### config.mk
export PLATFORM = sky130hd
export DESIGN_NAME = qpi_dma_rdr
export DESIGN_NICKNAME = d
export VERILOG_FILES = /design/src/hw/qpi_dma_pkg.sv /design/src/hw/qpi_dma_if.sv /design/src/hw/dma_ctrl_fsm.sv /design/src/hw/burst_counter.sv /design/src/hw/dma_addr_track.sv /design/src/hw/dma_fifo_mem.sv /design/src/hw/qpi_dma_rdr.sv
export VERILOG_INCLUDE_DIRS = /design/src /design/src/hw
export SDC_FILE = /design/constraint.sdc
export NUM_CORES = 1
export LEC_CHECK = 0
export BUFFER_PORTS_ARGS = -buffer_cell sky130_fd_sc_hd__buf_2
export CORE_AREA = 4 4 210 212
export CTS_CLUSTER_DIAMETER = 50
export DETAILED_ROUTE_END_ITERATION = 10
export DIE_AREA = 0 0 214 216
export MAX_ROUTING_LAYER = met4
export PLACE_DENSITY_LB_ADDON = 0.3
export SETUP_SLACK_MARGIN = 0.15
export SLEW_MARGIN = 10
export SYNTH_ARGS = -nofsm -noshare
export SYNTH_HDL_FRONTEND = slang
export SYNTH_HIERARCHICAL = 1
export SYNTH_SLANG_ARGS = --single-unit
export TNS_END_PERCENT = 5
### constraint.sdc
create_clock -name clk -period 12.2 [get_ports clk]
set_input_delay 2.44 -clock clk [delete_from_list [all_inputs] [get_ports clk]]
set_output_delay 2.44 -clock clk [all_outputs]
set_load 0.05 [all_outputs]
### src/hw/qpi_dma_macros.svh
// QPI DMA reader sizes
`ifndef QPI_DMA_MACROS_SVH
`define QPI_DMA_MACROS_SVH

// FIFO depth in 32-bit words, power of two
`define QD_FIFO_WORDS 16

// longest burst in words
// power of two, no larger than the FIFO depth
`define QD_BURST_LEN 4

// byte address width on the QPI bus
`define QD_ADDR_WIDTH 24

`endif

### src/hw/qpi_dma_pkg.sv
// QPI DMA reader types
`default_nettype none
`include "qpi_dma_macros.svh"

package qpi_dma_pkg;

	localparam int ptr_w = $clog2(`QD_FIFO_WORDS); // fifo word index bits
	localparam int ofs_w = $clog2(`QD_BURST_LEN); // offset-in-burst bits

	// controller states
	typedef enum logic [1:0] {
		ST_RESTART = 2'd0, // waiting for qpi idle after abort or reset
		ST_IDLE    = 2'd1, // between bursts
		ST_BURST   = 2'd2  // qpi_do_read high, words arriving
	} dma_state_t;

	typedef logic [ptr_w-1:0] word_ptr_t; // fifo word index
	typedef logic [ofs_w-1:0] burst_ofs_t; // word offset inside a burst
	typedef logic [`QD_ADDR_WIDTH-1:0] addr_t; // byte address

endpackage

`default_nettype wire

### src/hw/qpi_dma_if.sv
// DMA reader internal buses
`default_nettype none

// burst sequencing between fsm, beat counter and address tracker
interface burst_if;
	logic load; // one-cycle pulse at burst start
	qpi_dma_pkg::burst_ofs_t start_ofs; // low word-index bits of write addr
	logic beat; // word accepted during a burst
	logic last; // current beat is final word of aligned burst

	modport ctrl (output load, output beat, input last);
	modport cnt (input load, input start_ofs, input beat, output last);
	modport trk (output start_ofs);
endinterface

// address control and status between fsm and address tracker
interface addr_if;
	logic rewind; // hold both addrs at addr_start
	logic wr_step; // write addr += 4
	logic room_ok; // fifo can take a full burst
	logic more_to_fetch; // write addr below addr_end
	logic last_fetch; // next word fetched is the final one

	modport ctrl (output rewind, output wr_step,
		input room_ok, input more_to_fetch, input last_fetch);
	modport trk (input rewind, input wr_step,
		output room_ok, output more_to_fetch, output last_fetch);
endinterface

`default_nettype wire

### src/hw/dma_ctrl_fsm.sv
// DMA burst sequencer
`default_nettype none

module dma_ctrl_fsm (
	input  logic   clk,
	input  logic   rst,
	input  logic   run, // low aborts and rewinds
	input  logic   qpi_is_idle, // no qpi transaction in flight
	input  logic   qpi_next_word, // one word from memory this cycle
	output logic   qpi_do_read, // registered request level
	burst_if.ctrl  bus,
	addr_if.ctrl   adr
);

	qpi_dma_pkg::dma_state_t state; // current state
	qpi_dma_pkg::dma_state_t state_nxt;
	logic do_read_nxt; // next qpi_do_read
	logic start_burst; // all conditions to issue a burst
	logic beat; // word landing inside a burst
	logic burst_end; // this word closes the burst

	// a new burst needs an idle controller, fifo room and words left
	assign start_burst = run && (state == qpi_dma_pkg::ST_IDLE) && qpi_is_idle
		&& adr.room_ok && adr.more_to_fetch;

	assign beat = qpi_next_word && (state == qpi_dma_pkg::ST_BURST);

	// stop at aligned boundary or at addr_end, whichever comes first
	assign burst_end = beat && (bus.last || adr.last_fetch);

	assign bus.load = start_burst; // counter picks up start offset
	assign bus.beat = beat;
	assign adr.wr_step = beat; // each accepted word moves write addr
	assign adr.rewind = (state == qpi_dma_pkg::ST_RESTART); // held all through restart

	always_comb begin
		state_nxt = state; // default hold
		do_read_nxt = qpi_do_read;
		if (!run) begin
			// abort from any state, read side rewinds next cycle
			state_nxt = qpi_dma_pkg::ST_RESTART;
			do_read_nxt = 1'b0;
		end else begin
			case (state)
				qpi_dma_pkg::ST_RESTART: begin
					if (qpi_is_idle) begin // old transaction drained
						state_nxt = qpi_dma_pkg::ST_IDLE;
					end
				end
				qpi_dma_pkg::ST_IDLE: begin
					if (start_burst) begin
						state_nxt = qpi_dma_pkg::ST_BURST;
						do_read_nxt = 1'b1; // request rises at next edge
					end
				end
				qpi_dma_pkg::ST_BURST: begin
					if (burst_end) begin
						state_nxt = qpi_dma_pkg::ST_IDLE;
						do_read_nxt = 1'b0; // drop request after last word
					end
				end
				default: begin
					state_nxt = qpi_dma_pkg::ST_RESTART; // recover
					do_read_nxt = 1'b0;
				end
			endcase
		end
	end

	always_ff @(posedge clk) begin
		if (rst) begin
			state <= qpi_dma_pkg::ST_RESTART;
			qpi_do_read <= 1'b0;
		end else begin
			state <= state_nxt;
			qpi_do_read <= do_read_nxt;
		end
	end

endmodule

`default_nettype wire

### src/hw/burst_counter.sv
// Aligned burst beat counter
`default_nettype none
`include "qpi_dma_macros.svh"

module burst_counter (
	input  logic  clk,
	input  logic  rst,
	burst_if.cnt  bus
);

	// final offset of an aligned burst, all ones
	localparam qpi_dma_pkg::burst_ofs_t last_ofs =
		qpi_dma_pkg::burst_ofs_t'(`QD_BURST_LEN - 1);

	qpi_dma_pkg::burst_ofs_t cnt; // offset of the word expected next

	// Starting from the write address offset rather than zero means a burst
	// begun mid-block still stops on the block boundary, so an unaligned
	// addr_start gives a short first burst and aligned ones after it.
	always_ff @(posedge clk) begin
		if (rst) begin
			cnt <= '0;
		end else if (bus.load) begin
			cnt <= bus.start_ofs; // sync to write addr at burst start
		end else if (bus.beat) begin
			cnt <= cnt + 1'b1; // wraps at burst length
		end
	end

	// level, qualified by beat in the fsm
	assign bus.last = (cnt == last_ofs);

endmodule

`default_nettype wire

### src/hw/dma_addr_track.sv
// DMA read and write address tracker
`default_nettype none
`include "qpi_dma_macros.svh"

module dma_addr_track (
	input  logic                      clk,
	input  logic                      rst,
	input  qpi_dma_pkg::addr_t        addr_start, // byte addr, first word
	input  qpi_dma_pkg::addr_t        addr_end, // byte addr, one past last word
	input  logic                      do_read, // consumer pull strobe
	addr_if.trk                       adr,
	burst_if.trk                      bus,
	output qpi_dma_pkg::addr_t        wr_addr, // next byte addr to fetch
	output qpi_dma_pkg::word_ptr_t    wr_ptr, // fifo write word index
	output qpi_dma_pkg::word_ptr_t    rd_ptr, // fifo read word index
	output logic                      ready, // word available to consumer
	output logic                      all_done // everything consumed
);

	localparam int ptr_w = $bits(qpi_dma_pkg::word_ptr_t);
	localparam int ofs_w = $bits(qpi_dma_pkg::burst_ofs_t);

	localparam qpi_dma_pkg::addr_t word_bytes = qpi_dma_pkg::addr_t'(4);

	// fill limit that still leaves space for one full burst
	localparam qpi_dma_pkg::addr_t room_limit =
		qpi_dma_pkg::addr_t'((`QD_FIFO_WORDS - `QD_BURST_LEN) * 4);

	qpi_dma_pkg::addr_t rd_addr; // next byte addr handed to consumer
	qpi_dma_pkg::addr_t fill; // bytes held in fifo
	qpi_dma_pkg::addr_t wr_addr_nxt; // write addr after this fetch
	logic pull; // consumer takes a word

	assign pull = ready && do_read;

	always_ff @(posedge clk) begin
		if (rst) begin
			wr_addr <= '0;
			rd_addr <= '0;
		end else if (adr.rewind) begin
			wr_addr <= addr_start; // both sides restart together
			rd_addr <= addr_start;
		end else begin
			if (adr.wr_step) begin
				wr_addr <= wr_addr_nxt;
			end
			if (pull) begin
				rd_addr <= rd_addr + word_bytes;
			end
		end
	end

	// word index = byte addr bits above the byte lane
	assign wr_ptr = wr_addr[ptr_w+1:2];
	assign rd_ptr = rd_addr[ptr_w+1:2];
	assign bus.start_ofs = wr_ptr[ofs_w-1:0]; // position inside aligned burst

	assign ready = (wr_ptr != rd_ptr); // fall-through, empty when equal
	assign all_done = (rd_addr >= addr_end);

	assign wr_addr_nxt = wr_addr + word_bytes;
	assign fill = wr_addr - rd_addr; // modulo width, wr never behind rd
	assign adr.room_ok = (fill < room_limit);
	assign adr.more_to_fetch = (wr_addr < addr_end);
	assign adr.last_fetch = (wr_addr_nxt >= addr_end);

endmodule

`default_nettype wire

### src/hw/dma_fifo_mem.sv
// DMA FIFO word RAM
`default_nettype none
`include "qpi_dma_macros.svh"

module dma_fifo_mem (
	input  logic                    clk,
	input  logic                    w_en, // store w_data at w_ptr
	input  qpi_dma_pkg::word_ptr_t  w_ptr,
	input  logic [31:0]             w_data,
	input  qpi_dma_pkg::word_ptr_t  r_ptr,
	output logic [31:0]             r_data // combinational, fall-through
);

	logic [31:0] ram [`QD_FIFO_WORDS]; // word storage, no reset

	always_ff @(posedge clk) begin
		if (w_en) begin
			ram[w_ptr] <= w_data;
		end
	end

	// async read so rdata is valid together with ready
	assign r_data = ram[r_ptr];

endmodule

`default_nettype wire

### src/hw/qpi_dma_rdr.sv
// Buffered QPI DMA reader
`default_nettype none
`include "qpi_dma_macros.svh"

module qpi_dma_rdr (
	input  logic                      clk,
	input  logic                      rst,

	// consumer side
	input  logic [`QD_ADDR_WIDTH-1:0] addr_start, // byte addr
	input  logic [`QD_ADDR_WIDTH-1:0] addr_end, // byte addr, exclusive
	input  logic                      run, // low aborts transfer
	output logic                      ready, // word waiting in fifo
	output logic                      all_done, // range fully consumed
	input  logic                      do_read, // take current word
	output logic [31:0]               rdata, // valid with ready

	// qpi memory controller side
	output logic                      qpi_do_read,
	input  logic                      qpi_next_word,
	output logic [`QD_ADDR_WIDTH-1:0] qpi_addr,
	input  logic [31:0]               qpi_rdata,
	input  logic                      qpi_is_idle
);

	qpi_dma_pkg::word_ptr_t wr_ptr; // fifo write index
	qpi_dma_pkg::word_ptr_t rd_ptr; // fifo read index

	burst_if bus ();
	addr_if  adr ();

	dma_ctrl_fsm i_dma_ctrl_fsm (
		.clk           (clk),
		.rst           (rst),
		.run           (run),
		.qpi_is_idle   (qpi_is_idle),
		.qpi_next_word (qpi_next_word),
		.qpi_do_read   (qpi_do_read),
		.bus           (bus.ctrl),
		.adr           (adr.ctrl)
	);

	burst_counter i_burst_counter (
		.clk (clk),
		.rst (rst),
		.bus (bus.cnt)
	);

	dma_addr_track i_dma_addr_track (
		.clk        (clk),
		.rst        (rst),
		.addr_start (addr_start),
		.addr_end   (addr_end),
		.do_read    (do_read),
		.adr        (adr.trk),
		.bus        (bus.trk),
		.wr_addr    (qpi_addr), // fetch addr goes straight to the bus
		.wr_ptr     (wr_ptr),
		.rd_ptr     (rd_ptr),
		.ready      (ready),
		.all_done   (all_done)
	);

	// every returned word lands at the write index, even after an abort
	dma_fifo_mem i_dma_fifo_mem (
		.clk    (clk),
		.w_en   (qpi_next_word),
		.w_ptr  (wr_ptr),
		.w_data (qpi_rdata),
		.r_ptr  (rd_ptr),
		.r_data (rdata)
	);

endmodule

`default_nettype wire

==> impl_metrics.toml <==
[routing]
drt_iter0_markers = 1564
drtPass1Iterations = 5
met1_length_mm = 23.2
drc = 0
wl_met3_mm = 4.06
wl_met2_mm = 30.2
antenna_left = 0
highest_layer = "met4"
wire_per_inst_um = 26.0
viasPerCell = 6.32
via_count = 14400
drt-total-wl_mm = 59.2

[grt]
overflow = 0
antenna_found_initial = 4
grt_pass1_vias = 14600
grt_pass1_wl_mm = 89.6
grt_max_degree = 76
grt_usage_pct = 26.4

[pwr]
ir_drop_uv = 103
p_per_area_nw_per_um2 = 159
total_power_mw = 4.50
leakage_nw = 10.1

[cts]
cts_tree = "yes"
cts_resized = 0
clock_latency_ps = 660
clock_path_buffers = 3
cts_hold_buf = 0
clk_pin_slew_ps = 60
postCtsSetupBuffers = 0
numCtsBuffers = 57
htree_num_levels = 2
clock-sinks = 565
root_buffer = "clkbuf_16"

[sta]
setup_violations = 0
fin_tns_setup_ps = 0
fmax_ghz = 0.134
rsz0062_at_grt = "false"
drv_slew = 0
min_period_ps = 7470
clock_skew_ps = 57.0
hold_violations = 0
slew_headroom_pct = 25.6
tightest_slew_ps = 1120
post-route-period-util_pct = 61.2

[floorplanning]
initial_core_util_pct = 59.7
die_height_um = 216
core_sq_um = 41900
dieArea_sq_um = 46200
fp-row-count = 75
die_w_um = 214
ios = 145

[logic_synthesis]
async_reset_ff_share_pct = 0
syn_nets = 1720
synth_xor_area_share_pct = 2.52
synth-seq-area-share_pct = 65.6
syn_area_per_cell_sq_um = 16.3
synth_fa_ha_area_share_pct = 4.75
yosysTopAreaCellShare_pct = 61.4
synth.distinct_cells = 66
synth_top_family_by_area = "multiplexers"
syn_inst = 1539
synth_largest_area_cell = "edfxtp_1"
syn_area_sq_um = 25100
synth_edf_count = 512
ys_ff_latch = 565
synth_mux_area_share_pct = 11.8
yosysWarnings = 6
synth_area_leaders = "edfxtp_1 61%, mux4_2 12%, ha_1 4.7%, dfxtp_1 4.2%, a22oi_1 1.9%"
synth_compound_area_share_pct = 7.41
synthFlopType = "edfxtp_1"
yosys.area_share.simple_pct = 5.14

[hold_path]
worst_hold_path_type = "reg2reg"

[setup_path]
start_kind = "input pin"
path_class = "in2out"
end_kind = "primary output"
arrival_ps = 5030
crit_path_max_fanout = 2
cp.required_ps = 9760

[cells_and_area]
layout-drive-gt1-share_pct = 24.3
utilization_pct = 67.5
nNetsFinal = 1869
synthToLayoutAreaGrowth_pct = 13.0
fin_cells = 2278

[place]
hpwl_mm = 34.1
gp_congestion = 0.921
io_buffers = 144
placedCellCount = 2168

[run_status]
outcome = "completed"

[run]
maxCapViolations = 0
[critical path, stage by stage]
cell,delay (ps)
buf_2,110
ha_1,290
nand2b_1,140
a21o_1,170
a21o_1,180
a21o_1,170
a21o_1,170
a2111oi_0,650
o311a_1,340
o31ai_1,130
buf_2,230
[state kept, by name (all words and copies together), names as in the netlist]
register                    cells
i_burst_counter/cnt             2
i_dma_addr_track/rd_addr       24
i_dma_addr_track/wr_addr       24
i_dma_ctrl_fsm/qpi_do_read      1
i_dma_ctrl_fsm/state            2
i_dma_fifo_mem/ram            512
[final cells by class]
type	count	area, sq um
multi-input combinational	823	8060
clock buffer	67	1490
sequential	565	16400
timing repair buffer	170	916
antenna	4	10.0
inverter	71	267
clock inverter	39	463
tap	539	674
fill	2772	13600
[cells in the final DEF, fill, tap and decap left out, types with 26 or more instances in the layout]
cell	Yosys	routed
buf_4	23	26
a21o_1	35	35
xnor2_1	43	43
inv_1	70	70
mux4_2	128	128
nand2_1	77	77
clkbuf_16	0	58
dfxtp_1	53	51
ha_1	95	95
buf_2	8	144
edfxtp_1	512	512
a21oi_1	74	74
nand4_1	27	27
nand3_1	27	27
a22oi_1	65	65
xor2_1	29	29
[per-layer routing]
metal | GRT usage (%) | up-vias
li1 | - | 6405
met4 | 8.06 | 0
met2 | 43.3 | 596
met1 | 34.3 | 7287
met3 | 4.80 | 115
met5 | - | -
[final timing paths]
check	startpoint	end	slack, ps	cells past startpoint
setup / recovery	addr_end[0]	all_done	4730	11
hold / removal	i_dma_addr_track/wr_addr[0]	i_dma_addr_track/wr_addr[0]	500	2
setup reg to reg	i_dma_addr_track/rd_addr[3]	i_burst_counter/cnt[1]	7440	16
hold reg to reg	i_dma_addr_track/wr_addr[0]	i_dma_addr_track/wr_addr[0]	500	2
[logic make-up after synthesis]
logic type               after synthesis
AND/OR/NAND/NOR                      248
AO/OA/AOI/OAI                        272
multiplexers                         136
buffers and inverters                151
XOR/XNOR                              72
adder cells (fa/ha/maj)               95
flip-flops                           565
[where the power goes]
group / switching (mW) / internal [mW]
logic: 0.332 / 0.192
clock network: 0.758 / 1.03
registers: 0.0347 / 2.15
[per-stage QoR]
step / hold WS (ps) / instance area (sq um) / worst slack, ps
floorplan: 453 / 25100 / 4990
global placement: 495 / 26400 / 4790
detailed placement: 495 / 26400 / 4820
CTS: 503 / 28300 / 4810
global route: 534 / 28300 / 4700
finish: 501 / 28300 / 4730
[synthesized netlist by cell type, drive strengths merged, types with 36 or more instances]
| library cell | number |
|---|---|
| a21oi | 74 |
| mux4 | 128 |
| nand2 | 77 |
| inv | 71 |
| dfxtp | 53 |
| nor2 | 36 |
| xnor2 | 43 |
| edfxtp | 512 |
| a22oi | 65 |
| buf | 43 |
| ha | 95 |
| clkbuf | 37 |
(Power assumes the default switching activity.)
